$ cat src/common/mem_pkg.sv
package mem_pkg;

  // bus widths
  localparam int ADDR_W = 64;
  localparam int DATA_W = 64;

  // memory transaction tag, zero means no tag
  localparam int TAG_W    = 4;
  localparam int NUM_TAGS = 1 << TAG_W;

  // instruction cache geometry
  localparam int BLOCK_OFS_W    = 3;
  localparam int ICACHE_IDX_W   = 5;
  localparam int ICACHE_TAG_W   = 8;
  localparam int ICACHE_LINES   = 1 << ICACHE_IDX_W;
  localparam int ICACHE_TAG_LSB = BLOCK_OFS_W + ICACHE_IDX_W;

  // data-side miss queue
  localparam int MSHR_DEPTH = 4;

  typedef logic [ADDR_W-1:0]             addr_t;
  typedef logic [DATA_W-1:0]             data_t;
  typedef logic [TAG_W-1:0]              mem_tag_t;
  typedef logic [ICACHE_IDX_W-1:0]       icache_idx_t;
  typedef logic [ICACHE_TAG_W-1:0]       icache_tag_t;
  typedef logic [$clog2(MSHR_DEPTH)-1:0] mshr_ptr_t;

  // memory bus command
  typedef enum logic [1:0] {
    BUS_NONE  = 2'h0,
    BUS_LOAD  = 2'h1,
    BUS_STORE = 2'h2
  } bus_cmd_e;

  // miss queue entry life cycle
  typedef enum logic [1:0] {
    EMPTY      = 2'h0,
    WAIT_ISSUE = 2'h1,
    WAIT_DATA  = 2'h2,
    DONE       = 2'h3
  } mshr_state_e;

endpackage

$ cat src/icache/icache_mem.sv
`timescale 1ns/1ns

module icache_mem (
  input  logic                 clock,
  input  logic                 rst_n,
  input  mem_pkg::icache_idx_t rd_idx,
  input  mem_pkg::icache_tag_t rd_tag,
  input  logic                 wr_en,
  input  mem_pkg::icache_idx_t wr_idx,
  input  mem_pkg::icache_tag_t wr_tag,
  input  mem_pkg::data_t       wr_data,
  output mem_pkg::data_t       rd_data,
  output logic                 rd_valid
);
  import mem_pkg::*;

  logic [ICACHE_LINES-1:0] line_valid;
  icache_tag_t             line_tag  [ICACHE_LINES];
  data_t                   line_data [ICACHE_LINES];

  // valid bits clear on reset and set on fill
  always_ff @(posedge clock or negedge rst_n) begin
    if (!rst_n) begin
      line_valid <= '0;
    end else if (wr_en) begin
      line_valid[wr_idx] <= 1'b1;
    end
  end

  // tag and data arrays are written on fill
  always_ff @(posedge clock) begin
    if (wr_en) begin
      line_tag[wr_idx]  <= wr_tag;
      line_data[wr_idx] <= wr_data;
    end
  end

  // combinational lookup
  assign rd_data  = line_data[rd_idx];
  assign rd_valid = line_valid[rd_idx] && (line_tag[rd_idx] == rd_tag);

endmodule

$ cat src/icache/icache_ctrl.sv
`timescale 1ns/1ns

module icache_ctrl (
  input  logic              clock,
  input  logic              rst_n,
  input  mem_pkg::addr_t    fetch_addr,
  input  mem_pkg::mem_tag_t i_response,
  input  mem_pkg::mem_tag_t i_mem_tag,
  input  mem_pkg::data_t    i_mem_data,
  output mem_pkg::data_t    fetch_data,
  output logic              fetch_valid,
  output mem_pkg::bus_cmd_e i_cmd,
  output mem_pkg::addr_t    i_addr
);
  import mem_pkg::*;

  icache_idx_t rd_idx;
  icache_tag_t rd_tag;
  data_t       rd_data;
  logic        rd_valid;

  // fill bookkeeping
  logic        req_active;
  logic        wait_data;
  addr_t       fill_addr;
  mem_tag_t    fill_mem_tag;

  addr_t       block_addr;
  logic        miss_new;
  logic        accepted;
  logic        fill_en;

  // split the fetch address
  assign rd_idx     = fetch_addr[BLOCK_OFS_W +: ICACHE_IDX_W];
  assign rd_tag     = fetch_addr[ICACHE_TAG_LSB +: ICACHE_TAG_W];
  assign block_addr = {fetch_addr[ADDR_W-1:BLOCK_OFS_W], {BLOCK_OFS_W{1'b0}}};

  // only one fill in flight at a time
  // and none starts while reset is held
  assign miss_new = rst_n && !rd_valid && !req_active && !wait_data;

  // a refused request keeps the latched address until memory takes it
  assign i_cmd    = (miss_new || req_active) ? BUS_LOAD : BUS_NONE;
  assign i_addr   = req_active ? fill_addr : block_addr;
  assign accepted = (i_cmd == BUS_LOAD) && (i_response != '0);

  // fill lands on the edge the matching tag shows up
  assign fill_en = wait_data && (i_mem_tag == fill_mem_tag);

  always_ff @(posedge clock or negedge rst_n) begin
    if (!rst_n) begin
      req_active <= 1'b0;
      wait_data  <= 1'b0;
    end else begin
      if (miss_new && !accepted) begin
        req_active <= 1'b1;
      end else if (req_active && accepted) begin
        req_active <= 1'b0;
      end

      if (accepted) begin
        wait_data <= 1'b1;
      end else if (fill_en) begin
        wait_data <= 1'b0;
      end
    end
  end

  always_ff @(posedge clock) begin
    if (miss_new) begin
      fill_addr <= block_addr;
    end
    if (accepted) begin
      fill_mem_tag <= i_response;
    end
  end

  icache_mem icache_mem_i (
    .clock    (clock),
    .rst_n    (rst_n),
    .rd_idx   (rd_idx),
    .rd_tag   (rd_tag),
    .wr_en    (fill_en),
    .wr_idx   (fill_addr[BLOCK_OFS_W +: ICACHE_IDX_W]),
    .wr_tag   (fill_addr[ICACHE_TAG_LSB +: ICACHE_TAG_W]),
    .wr_data  (i_mem_data),
    .rd_data  (rd_data),
    .rd_valid (rd_valid)
  );

  // hit path straight out of the arrays
  assign fetch_data  = rd_data;
  assign fetch_valid = rd_valid;

endmodule

$ cat src/mshr/mshr.sv
`timescale 1ns/1ns

module mshr (
  input  logic              clock,
  input  logic              rst_n,
  input  mem_pkg::bus_cmd_e d_cmd,
  input  mem_pkg::addr_t    d_addr,
  input  mem_pkg::data_t    d_data,
  input  mem_pkg::mem_tag_t m_response,
  input  mem_pkg::mem_tag_t m_mem_tag,
  input  mem_pkg::data_t    m_mem_data,
  output logic              d_ready,
  output logic              d_load_valid,
  output mem_pkg::addr_t    d_load_addr,
  output mem_pkg::data_t    d_load_data,
  output mem_pkg::bus_cmd_e m_cmd,
  output mem_pkg::addr_t    m_addr,
  output mem_pkg::data_t    m_data
);
  import mem_pkg::*;

  mshr_state_e entry_state [MSHR_DEPTH];
  bus_cmd_e    entry_cmd   [MSHR_DEPTH];
  addr_t       entry_addr  [MSHR_DEPTH];
  data_t       entry_data  [MSHR_DEPTH];
  mem_tag_t    entry_tag   [MSHR_DEPTH];

  mshr_ptr_t   tail_ptr;
  mshr_ptr_t   issue_ptr;
  mshr_ptr_t   head_ptr;

  logic                  alloc;
  logic                  issue_ok;
  logic                  retire;
  logic [MSHR_DEPTH-1:0] data_hit;

  // entries are allocated in order, so an empty tail means room
  assign d_ready = (entry_state[tail_ptr] == EMPTY);
  assign alloc   = d_ready && (d_cmd != BUS_NONE);

  // one entry on the bus at a time
  assign m_cmd    = (entry_state[issue_ptr] == WAIT_ISSUE) ? entry_cmd[issue_ptr] : BUS_NONE;
  assign m_addr   = entry_addr[issue_ptr];
  assign m_data   = entry_data[issue_ptr];
  assign issue_ok = (m_cmd != BUS_NONE) && (m_response != '0);

  // match returning data against outstanding loads
  always_comb begin
    for (int i = 0; i < MSHR_DEPTH; i++) begin
      data_hit[i] = (entry_state[i] == WAIT_DATA) && (m_mem_tag != '0) &&
                    (entry_tag[i] == m_mem_tag);
    end
  end

  // head retires as soon as it is done
  assign retire       = (entry_state[head_ptr] == DONE);
  assign d_load_valid = retire && (entry_cmd[head_ptr] == BUS_LOAD);
  assign d_load_addr  = entry_addr[head_ptr];
  assign d_load_data  = entry_data[head_ptr];

  always_ff @(posedge clock or negedge rst_n) begin
    if (!rst_n) begin
      tail_ptr  <= '0;
      issue_ptr <= '0;
      head_ptr  <= '0;
      for (int i = 0; i < MSHR_DEPTH; i++) begin
        entry_state[i] <= EMPTY;
      end
    end else begin
      if (alloc) begin
        tail_ptr <= tail_ptr + 1'b1;
      end
      if (issue_ok) begin
        issue_ptr <= issue_ptr + 1'b1;
      end
      if (retire) begin
        head_ptr <= head_ptr + 1'b1;
      end

      // each entry sits in one state, so at most one branch applies
      for (int i = 0; i < MSHR_DEPTH; i++) begin
        if (alloc && (tail_ptr == mshr_ptr_t'(i))) begin
          entry_state[i] <= WAIT_ISSUE;
        end else if (issue_ok && (issue_ptr == mshr_ptr_t'(i))) begin
          // stores are finished once memory takes them
          entry_state[i] <= (entry_cmd[i] == BUS_LOAD) ? WAIT_DATA : DONE;
        end else if (data_hit[i]) begin
          entry_state[i] <= DONE;
        end else if (retire && (head_ptr == mshr_ptr_t'(i))) begin
          entry_state[i] <= EMPTY;
        end
      end
    end
  end

  // entry payload
  always_ff @(posedge clock) begin
    if (alloc) begin
      entry_cmd[tail_ptr]  <= d_cmd;
      entry_addr[tail_ptr] <= d_addr;
      entry_data[tail_ptr] <= d_data;
    end
    if (issue_ok) begin
      entry_tag[issue_ptr] <= m_response;
    end
    for (int i = 0; i < MSHR_DEPTH; i++) begin
      if (data_hit[i]) begin
        entry_data[i] <= m_mem_data;
      end
    end
  end

endmodule

$ cat src/mem_bus_arbiter.sv
`timescale 1ns/1ns

module mem_bus_arbiter (
  input  logic              clock,
  input  logic              rst_n,
  input  mem_pkg::bus_cmd_e i_cmd,
  input  mem_pkg::addr_t    i_addr,
  input  mem_pkg::bus_cmd_e m_cmd,
  input  mem_pkg::addr_t    m_addr,
  input  mem_pkg::data_t    m_data,
  input  mem_pkg::mem_tag_t mem_response,
  input  mem_pkg::mem_tag_t mem_tag,
  input  mem_pkg::data_t    mem_data,
  output mem_pkg::mem_tag_t i_response,
  output mem_pkg::mem_tag_t m_response,
  output mem_pkg::mem_tag_t i_mem_tag,
  output mem_pkg::data_t    i_mem_data,
  output mem_pkg::mem_tag_t m_mem_tag,
  output mem_pkg::data_t    m_mem_data,
  output mem_pkg::bus_cmd_e mem_cmd,
  output mem_pkg::addr_t    mem_addr,
  output mem_pkg::data_t    mem_data_out
);
  import mem_pkg::*;

  logic                d_owns;
  logic                load_accepted;
  logic                ret_to_d;
  logic [NUM_TAGS-1:0] tag_owner_d;

  // data side wins whenever it asks
  assign d_owns = (m_cmd != BUS_NONE);

  assign mem_cmd      = d_owns ? m_cmd : i_cmd;
  assign mem_addr     = d_owns ? m_addr : i_addr;
  assign mem_data_out = d_owns ? m_data : '0;

  // loser sees a refusal
  assign m_response = d_owns ? mem_response : '0;
  assign i_response = d_owns ? '0 : mem_response;

  assign load_accepted = (mem_cmd == BUS_LOAD) && (mem_response != '0);

  // one bit per tag, set when the data side owns it
  always_ff @(posedge clock or negedge rst_n) begin
    if (!rst_n) begin
      tag_owner_d <= '0;
    end else begin
      if (mem_tag != '0) begin
        tag_owner_d[mem_tag] <= 1'b0;
      end
      if (load_accepted) begin
        tag_owner_d[mem_response] <= d_owns;
      end
    end
  end

  // steer returning data to whoever asked
  assign ret_to_d   = (mem_tag != '0) && tag_owner_d[mem_tag];
  assign m_mem_tag  = ret_to_d ? mem_tag : '0;
  assign m_mem_data = ret_to_d ? mem_data : '0;
  assign i_mem_tag  = ret_to_d ? '0 : mem_tag;
  assign i_mem_data = ret_to_d ? '0 : mem_data;

endmodule

$ cat src/mem_subsystem.sv
`timescale 1ns/1ns

module mem_subsystem (
  input  logic              clock,
  input  logic              rst_n,
  input  mem_pkg::addr_t    fetch_addr,
  input  mem_pkg::bus_cmd_e d_cmd,
  input  mem_pkg::addr_t    d_addr,
  input  mem_pkg::data_t    d_data,
  input  mem_pkg::mem_tag_t mem2proc_response,
  input  mem_pkg::data_t    mem2proc_data,
  input  mem_pkg::mem_tag_t mem2proc_tag,
  output mem_pkg::data_t    fetch_data,
  output logic              fetch_valid,
  output logic              d_ready,
  output logic              d_load_valid,
  output mem_pkg::addr_t    d_load_addr,
  output mem_pkg::data_t    d_load_data,
  output mem_pkg::bus_cmd_e proc2mem_command,
  output mem_pkg::addr_t    proc2mem_addr,
  output mem_pkg::data_t    proc2mem_data
);
  import mem_pkg::*;

  // instruction side
  bus_cmd_e i_cmd;
  addr_t    i_addr;
  mem_tag_t i_response;
  mem_tag_t i_mem_tag;
  data_t    i_mem_data;

  // data side
  bus_cmd_e m_cmd;
  addr_t    m_addr;
  data_t    m_data;
  mem_tag_t m_response;
  mem_tag_t m_mem_tag;
  data_t    m_mem_data;

  icache_ctrl icache_ctrl_i (
    .clock       (clock),
    .rst_n       (rst_n),
    .fetch_addr  (fetch_addr),
    .i_response  (i_response),
    .i_mem_tag   (i_mem_tag),
    .i_mem_data  (i_mem_data),
    .fetch_data  (fetch_data),
    .fetch_valid (fetch_valid),
    .i_cmd       (i_cmd),
    .i_addr      (i_addr)
  );

  mshr mshr_i (
    .clock        (clock),
    .rst_n        (rst_n),
    .d_cmd        (d_cmd),
    .d_addr       (d_addr),
    .d_data       (d_data),
    .m_response   (m_response),
    .m_mem_tag    (m_mem_tag),
    .m_mem_data   (m_mem_data),
    .d_ready      (d_ready),
    .d_load_valid (d_load_valid),
    .d_load_addr  (d_load_addr),
    .d_load_data  (d_load_data),
    .m_cmd        (m_cmd),
    .m_addr       (m_addr),
    .m_data       (m_data)
  );

  mem_bus_arbiter mem_bus_arbiter_i (
    .clock        (clock),
    .rst_n        (rst_n),
    .i_cmd        (i_cmd),
    .i_addr       (i_addr),
    .m_cmd        (m_cmd),
    .m_addr       (m_addr),
    .m_data       (m_data),
    .mem_response (mem2proc_response),
    .mem_tag      (mem2proc_tag),
    .mem_data     (mem2proc_data),
    .i_response   (i_response),
    .m_response   (m_response),
    .i_mem_tag    (i_mem_tag),
    .i_mem_data   (i_mem_data),
    .m_mem_tag    (m_mem_tag),
    .m_mem_data   (m_mem_data),
    .mem_cmd      (proc2mem_command),
    .mem_addr     (proc2mem_addr),
    .mem_data_out (proc2mem_data)
  );

endmodule

$ cat config.mk
export PLATFORM = sky130hd
export DESIGN_NAME = mem_subsystem
export DESIGN_NICKNAME = d
export VERILOG_FILES = /design/src/common/mem_pkg.sv /design/src/icache/icache_mem.sv /design/src/icache/icache_ctrl.sv /design/src/mshr/mshr.sv /design/src/mem_bus_arbiter.sv /design/src/mem_subsystem.sv
export SDC_FILE = /design/constraint.sdc
export NUM_CORES = 2
export LEC_CHECK = 0
export BUFFER_PORTS_ARGS = -buffer_cell sky130_fd_sc_hd__buf_2
export CORE_MARGIN = 5
export CORE_UTILIZATION = 37
export CTS_CLUSTER_SIZE = 8
export DETAILED_ROUTE_END_ITERATION = 12
export GPL_TIMING_DRIVEN = 0
export PLACE_DENSITY_LB_ADDON = 0.25
export SKIP_CTS_REPAIR_TIMING = 1
export SYNTH_ARGS = -nofsm -noshare
export SYNTH_HDL_FRONTEND = slang
export SYNTH_HIERARCHICAL = 1
export SYNTH_SLANG_ARGS = --single-unit
$ cat constraint.sdc
create_clock -name clock -period 12.9 [get_ports clock]
set_input_delay 1.29 -clock clock [delete_from_list [all_inputs] [get_ports clock]]
set_output_delay 1.29 -clock clock [all_outputs]
set_load 0.01 [all_outputs]
== Word level (Yosys, flattened, before mapping) ==
Memory sizes are Yosys's and may differ from the RTL's.
Cells that the tools add are included.

* Output and inout bits: 325
* Bits in latches: 0
* Bits in writable memories: 2,840
* Bits in read-only memories: 0
* Logic and storage cells: 196
* Input bits: 268
* Memories: 6
* Register bits: 129

{| class="wikitable"
|+ Memories
! name !! depth !! width !! rd ports !! clocked after Yosys merged registers in !! write ports !! line !! text
|-
| icache_ctrl_i.icache_mem_i.line_data || 32 || 64 || 1 || 0 || 1 || icache_mem.sv:19 || <nowiki>data_t line_data [ICACHE_LINES];</nowiki>
|-
| icache_ctrl_i.icache_mem_i.line_tag || 32 || 8 || 1 || 0 || 1 || icache_mem.sv:18 || <nowiki>icache_tag_t line_tag [ICACHE_LINES];</nowiki>
|-
| mshr_i.entry_addr || 4 || 64 || 2 || 0 || 1 || mshr.sv:24 || <nowiki>addr_t entry_addr [MSHR_DEPTH];</nowiki>
|-
| mshr_i.entry_data || 4 || 64 || 2 || 0 || 5 || mshr.sv:25 || <nowiki>data_t entry_data [MSHR_DEPTH];</nowiki>
|-
| mshr_i.entry_tag || 4 || 4 || 4 || 0 || 1 || mshr.sv:26 || <nowiki>mem_tag_t entry_tag [MSHR_DEPTH];</nowiki>
|-
| mshr_i.entry_cmd || 4 || 2 || 6 || 0 || 1 || mshr.sv:23 || <nowiki>bus_cmd_e entry_cmd [MSHR_DEPTH];</nowiki>
|}

* Multiply operators: 0
* Divide/modulo/power cells: 0
* Equal/unequal tests: 28
* Add/sub/neg operators: 3
* Reductions and logical operators: 58
* Shift-type cells: 0
* Bitwise operators: 6
* Magnitude comparators: 10
* Muxes and demuxes: 72

{| class="wikitable"
|+ Operators with widths
! operator !! count
|-
| $mux W64 || 5
|-
| $mux W2 || 24
|-
| $logic_and A1 B1 Y1 || 36
|-
| $reduce_bool A4 Y1 || 9
|-
| $mux W16 || 2
|-
| $or A32 B32 Y32 || 1
|-
| $mux W1 || 28
|-
| $eq A2 B1 Y1 const B || 11
|-
| $eq A2 B2 Y1 const B || 11
|-
| $eq A4 B4 Y1 || 5
|-
| $and A16 B16 Y16 || 1
|-
| $bwmux W16 || 1
|-
| $mux W4 || 4
|-
| $not A16 Y16 || 1
|-
| $bmux W2 S2 || 3
|-
| $lt A5 B6 Y1 const B || 2
|-
| $lt A4 B5 Y1 const B || 2
|-
| $ge A3 B3 Y1 const B || 3
|-
| $not A2 Y3 || 3
|-
| $demux W1 S4 || 2
|-
| $eq A8 B8 Y1 || 1
|-
| $ge A4 B1 Y1 const B || 2
|-
| $logic_not A2 Y1 || 4
|-
| $reduce_bool A2 Y1 || 4
|-
| 7 further kinds || 12
|}

== Logic depth before layout (Yosys ltp) ==
* Depth in word-level cells: 14
* Gate-level depth with buffers: 17
* Gate-level depth less buffers: 13

== Cells and area by module ==
Netlist, hierarchy kept.

{| class="wikitable"
|+ By module, submodules not included
! module !! area an instance (um^2) !! cells an instance !! times used
|-
| icache_mem || 88,677.5 || 3,505 || 1
|-
| mshr || 26,897.0 || 1,290 || 1
|-
| mem_bus_arbiter || 3,423.3 || 425 || 1
|-
| icache_ctrl || 3,130.5 || 155 || 1
|}

== Worst setup path before layout ==
Ideal clock, no wire load.

* Kind: input -> register
* Start: input port mem2proc_tag[0]
* End: memory icache_ctrl_i/icache_mem_i/line_data[12][0] (netlist name) (enable)
* Setup time: 0.504 ns
* Stages: 12
* Data required time: 12.396 ns
* Setup slack: 5.507 ns
* Arrival: 6.889 ns
* Cell sequence: clkbuf_1 > nand2b_1 > o22ai_1 > a2111o_1 > clkbuf_1 > and3_1 > xor2_1 > nor4_2 > and2_1 > or3b_2 > clkbuf_1 > nor2_1

* Longest elaborated chain between the ends: 8
* Elaborated cells between the ends (all ways): 9

{| class="wikitable"
|+ RTL lines
! what !! line !! text
|-
| from (decl) || mem_subsystem.sv:12 || <nowiki>input mem_pkg::mem_tag_t mem2proc_tag,</nowiki>
|-
| $bmux W1 S4 || mem_bus_arbiter.sv:59 || <nowiki>assign ret_to_d = (mem_tag != '0) && tag_owner_d[mem_tag];</nowiki>
|-
| $mux W1 (not written as such) || mem_bus_arbiter.sv:59 ||
|-
| $logic_and A1 B1 Y1 (*) || mem_bus_arbiter.sv:59 ||
|-
| $mux W4 (*) || mem_bus_arbiter.sv:62 || <nowiki>assign i_mem_tag = ret_to_d ? '0 : mem_tag;</nowiki>
|-
| via i_mem_tag[1] || mem_subsystem.sv:29 || <nowiki>mem_tag_t i_mem_tag;</nowiki>
|-
| $eq A4 B4 Y1 (*) || icache_ctrl.sv:48 || <nowiki>assign fill_en = wait_data && (i_mem_tag == fill_mem_tag);</nowiki>
|-
| $logic_and A1 B1 Y1 (*) || icache_ctrl.sv:48 ||
|-
| via icache_ctrl_i.fill_en || icache_ctrl.sv:31 || <nowiki>logic fill_en;</nowiki>
|-
| $mux W1 (*) || icache_mem.sv:32 || <nowiki>if (wr_en) begin</nowiki>
|-
| $mux W1 (not written as such) (*) || icache_mem.sv:34 || <nowiki>line_data[wr_idx] <= wr_data;</nowiki>
|-
| to (decl) || icache_mem.sv:19 ||
|}

Mark *: on every way through the listed nets, which the timed path passes. The rest lies on a longest branch. The select of a mux whose other input is x is not followed.

== Worst setup path after layout ==
* Start: input port fetch_addr[3]
* End: output port proc2mem_command[0]

* Longest elaborated chain between the ends: 10
* Elaborated cells between the ends (all ways): 12

{| class="wikitable"
|+ RTL lines
! what !! line !! text
|-
| from (decl) || mem_subsystem.sv:6 || <nowiki>input mem_pkg::addr_t fetch_addr,</nowiki>
|-
| $mem_v2 Z32 W8 / $bmux W1 S5 (equally long branches) || -- ||
|-
| $eq A8 B8 Y1 / $mux W1 (equally long branches) || icache_mem.sv:40 || <nowiki>assign rd_valid = line_valid[rd_idx] && (line_tag[rd_idx] == rd_tag);</nowiki>
|-
| $logic_and A1 B1 Y1 (*) || icache_mem.sv:40 ||
|-
| $logic_not A1 Y1 (*) || icache_ctrl.sv:40 || <nowiki>assign miss_new = rst_n && !rd_valid && !req_active && !wait_data;</nowiki>
|-
| $logic_and A1 B1 Y1 (*) (3 in series) || icache_ctrl.sv:40 ||
|-
| $logic_or A1 B1 Y1 (*) || icache_ctrl.sv:43 || <nowiki>assign i_cmd = (miss_new || req_active) ? BUS_LOAD : BUS_NONE;</nowiki>
|-
| $mux W1 (*) || icache_ctrl.sv:43 ||
|-
| via i_cmd[0] || mem_subsystem.sv:26 || <nowiki>bus_cmd_e i_cmd;</nowiki>
|-
| $mux W2 (*) || mem_bus_arbiter.sv:34 || <nowiki>assign mem_cmd = d_owns ? m_cmd : i_cmd;</nowiki>
|-
| to (decl) || mem_subsystem.sv:19 || <nowiki>output mem_pkg::bus_cmd_e proc2mem_command,</nowiki>
|}

Marks and branches as above.

==> results.py <==
metrics = {
    "timing": {
        "rsz0062_at_grt": "no",
        "final_max_slew_viol_count": 0,
        "period_needed_ns": 8.12,
        "setup_violations": 0,
        "worstMarginPinSlew_ns": 1.44,
        "maxSlewHeadroom": 0.0420,
        "holdWs_ns": 0.463,
        "hold_violations": 0,
        "finalCritPeriodShare": 0.629,
        "fmax_mhz": 123,
        "finClkSkew_ns": 0.0873,
        "fin_ws_ns": 4.78,
    },
    "cts": {
        "cts.sinks": 2969,
        "clk_pin_slew_ns": 0.05,
        "h-tree-depth": 5,
        "clkLatencyLatePin_ns": 0.96,
        "numCtsBuffers": 411,
        "clock-root-buffer": "clkbuf_16",
        "cts_tree": "done",
        "clk_path_buf_depth": 4,
    },
    "synth": {
        "synth_area_leaders": "edfxtp_1 (71%), mux4_2 (18%), mux2_2 (2.6%)",
        "synth-seq-area-share": 0.727,
        "yosys_register_bits": 2969,
        "async_reset_ff_frac": 0.0216,
        "synth_top_area_frac": 0.714,
        "ys.flop_type": "edfxtp_1",
        "syn-instance-count": 5375,
        "yosysMostFrequentCell": "edfxtp_1",
        "avgSynthCellArea_um2": 22.7,
        "synth.distinct_cells": 64,
        "yosysTopAreaCell": "edfxtp_1",
        "syn_area_mm2": 0.122,
        "synth_edf_count": 2905,
        "synthTopCellsByCount": "edfxtp_1 (2905), mux4_2 (978), mux2_2 (284), mux2_4 (135), buf_2 (123)",
        "yosys_warnings": 6,
    },
    "detailed_routing": {
        "wire_per_inst_um": 35.5,
        "dr_total_vias": 63700,
        "first_pass_iters": 5,
        "drc": 0,
        "via_per_inst": 5.78,
        "drt_iter0_markers": 6947,
        "ant_nets": 0,
        "routed_wl_um": 391000,
    },
    "final_layout": {
        "final_layout_size_suffix_gt1_frac": 0.433,
        "area_delta_synth_final_pct": 18.9,
        "utilization": 0.441,
        "fin_nets": 6802,
        "stdcell_area_mm2": 0.145,
    },
    "floorplan": {
        "pin_count": 593,
        "rows": 211,
        "die_h_um": 585,
        "coreArea_mm2": 0.329,
        "die_area_mm2": 0.342,
        "die_w_um": 585,
        "start_util": 0.371,
    },
    "pwr": {
        "cellLeakagePower_nw": 47.8,
        "powerDensity_mw_per_mm2": 189,
        "irDropWorstVdd_mv": 0.176,
    },
    "worst_setup_path": {
        "slowest_stage": "nor4_1",
        "r2r_start": "mem_bus_arbiter_i/tag_owner_d[10]$_DFF_PN0_",
        "crit_path_start": "fetch_addr[3]",
        "cpMostUsedCell": "buf_2",
        "max_stage_delay_ns": 1.02,
        "ff2ff_path_depth": 14,
        "endpoint": "proc2mem_command[0]",
        "rrSetupSlack_ns": 7.01,
        "startpoint_type": "input pin",
        "arrival_ns": 6.83,
        "crit_required_ns": 11.61,
        "critical_path_class": "in -> out",
        "rr_endpoint": "icache_ctrl_i/icache_mem_i/line_data[16][49]$_DFFE_PP_",
        "critPathMaxFanout": 10,
        "crit_chain": "buf_2, buf_2, buf_4, clkbuf_1, mux4_2, a22oi_1, a21oi_1, nor4_1, o221ai_1, nor4_1, nor2_1, a21oi_1, inv_1, inv_1, o21ai_0, buf_2",
        "worstSetupEndpointType": "primary output",
    },
    "min_path": {
        "hold_class": "reg -> reg",
    },
    "grt": {
        "grt_pass1_wl_um": 537000,
        "grt_max_degree": 67,
        "grt_usage": 0.226,
        "first_global_vias": 65600,
        "antenna_found_initial": 125,
        "overflow": 0,
    },
    "status": {
        "outcome": "finished, final reports clean",
    },
    "place": {
        "place_area_mm2": 0.134,
        "gp_congestion": 0.832,
        "pre_cts_ws_ns": 4.59,
        "placement.io_buffers": 588,
        "dpl.hpwl_um": 277000,
    },
    "flow_run": {
        "maxCapViolations": 0,
    },
}
-- logic make-up after synthesis --
| logic type | after synthesis | synth area share |
|---|---|---|
| DFF | 2969 | 0.727 |
| muxes | 1454 | 0.228 |
| and+or+nand+nor | 416 | 0.0184 |
| buffers and inverters | 355 | 0.0144 |
| AOI/OAI and AO/OA | 140 | 0.00831 |
| xor gates and xnor gates | 28 | 0.00201 |
| adders and majority gates | 12 | 0.00123 |
| other | 1 | 0.0000307 |
-- critical path: cells and delay by family --
family / cells / cell delay, ns
buf+inv: 7 / 2.20
simple gates: 3 / 1.52
compound gates: 5 / 1.13
mux: 1 / 0.65
-- layout by cell type (no fill, tap or decap), types with 9 or more instances in the layout --
cell / netlist / final
edfxtp_1: 2905 / 2905
mux4_2: 978 / 978
buf_2: 123 / 710
clkbuf_16: 0 / 414
mux2_2: 284 / 284
clkbuf_1: 112 / 159
mux2_4: 135 / 135
buf_12: 0 / 116
nand2_1: 110 / 106
nor2b_1: 83 / 83
dfrtp_1: 64 / 64
a21boi_1: 54 / 54
diode_2: 0 / 47
buf_1: 47 / 46
mux2i_1: 46 / 46
and3_1: 71 / 43
or2_2: 34 / 34
nor2_4: 0 / 32
buf_6: 27 / 30
and3_2: 0 / 28
o21ai_0: 22 / 22
buf_4: 20 / 21
buf_16: 0 / 21
nor2_1: 52 / 20
inv_1: 24 / 20
xor2_1: 18 / 18
and2_1: 12 / 12
ha_1: 12 / 12
clkinv_16: 0 / 11
a21boi_0: 10 / 10
xnor2_1: 10 / 10
nand3_1: 9 / 9
a22oi_1: 9 / 9
mux2_1: 9 / 9
-- power breakdown --
part | switching [mW] | internal (mW)
Combinational | 3.81 | 2.24
Clock | 3.96 | 5.74
Sequential | 0.225 | 11.5
-- area by class of cell --
| class | instances | area, um^2 |
|---|---|---|
| Fill cell | 28100 | 184000 |
| Clock inverter | 32 | 654 |
| Buffer | 329 | 1670 |
| Multi-Input combinational cell | 2054 | 31900 |
| Antenna cell | 47 | 118 |
| Inverter | 26 | 108 |
| Clock buffer | 464 | 10500 |
| Sequential cell | 2969 | 88800 |
| Timing Repair Buffer | 731 | 5920 |
| Tap cell | 4366 | 5460 |
-- layer usage --
metal | vias up | track usage | share of wire
met1 | 34800 | 0.297 | 0.39
li1 | 25100 | - | -
met5 | - | 0 | 0.0015
met4 | 90 | 0.0716 | 0.035
met2 | 3070 | 0.370 | 0.48
met3 | 684 | 0.0556 | 0.089
-- state kept, by name, summed over array words and instances, names as in the netlist, 16 cells and up --
signal and cells:
icache_ctrl_i/icache_mem_i/line_valid 32, icache_ctrl_i/icache_mem_i/line_tag 256, mem_bus_arbiter_i/tag_owner_d 16, icache_ctrl_i/fill_addr 61, mshr_i/entry_addr 256, mshr_i/entry_tag 16, icache_ctrl_i/icache_mem_i/line_data 2048, mshr_i/entry_data 256
-- stage by stage --
stage	TNS, ns	total power [mW]	instances
2_1_floorplan	0	15.2	5378
3_3_place_gp	-1832.53	17.9	10300
3_5_place_dp	0	18.0	10500
4_1_cts	0	27.7	11000
5_1_grt	0	28.4	11000
6_report	0	27.5	11000
-- how the worst min path moves through the flow --
stage	startpoint	to	slack, ns	cells past startpoint
after floorplan	mem_bus_arbiter_i/tag_owner_d[0]$_DFF_PN0_	mem_bus_arbiter_i/tag_owner_d[0]$_DFF_PN0_	0.43	1
after detailed placement	icache_ctrl_i/icache_mem_i/line_valid[12]$_DFFE_PN0P_	icache_ctrl_i/icache_mem_i/line_valid[12]$_DFFE_PN0P_	0.45	1
after CTS	rst_n	mshr_i/tail_ptr[1]$_DFFE_PN0P_	0.46	1
final	icache_ctrl_i/icache_mem_i/line_valid[12]$_DFFE_PN0P_	icache_ctrl_i/icache_mem_i/line_valid[12]$_DFFE_PN0P_	0.46	1
after global placement	icache_ctrl_i/icache_mem_i/line_valid[26]$_DFFE_PN0P_	icache_ctrl_i/icache_mem_i/line_valid[26]$_DFFE_PN0P_	0.45	1
after global routing	icache_ctrl_i/icache_mem_i/line_valid[13]$_DFFE_PN0P_	icache_ctrl_i/icache_mem_i/line_valid[13]$_DFFE_PN0P_	0.47	1
No activity file was read; power rests on OpenSTA's default activity.
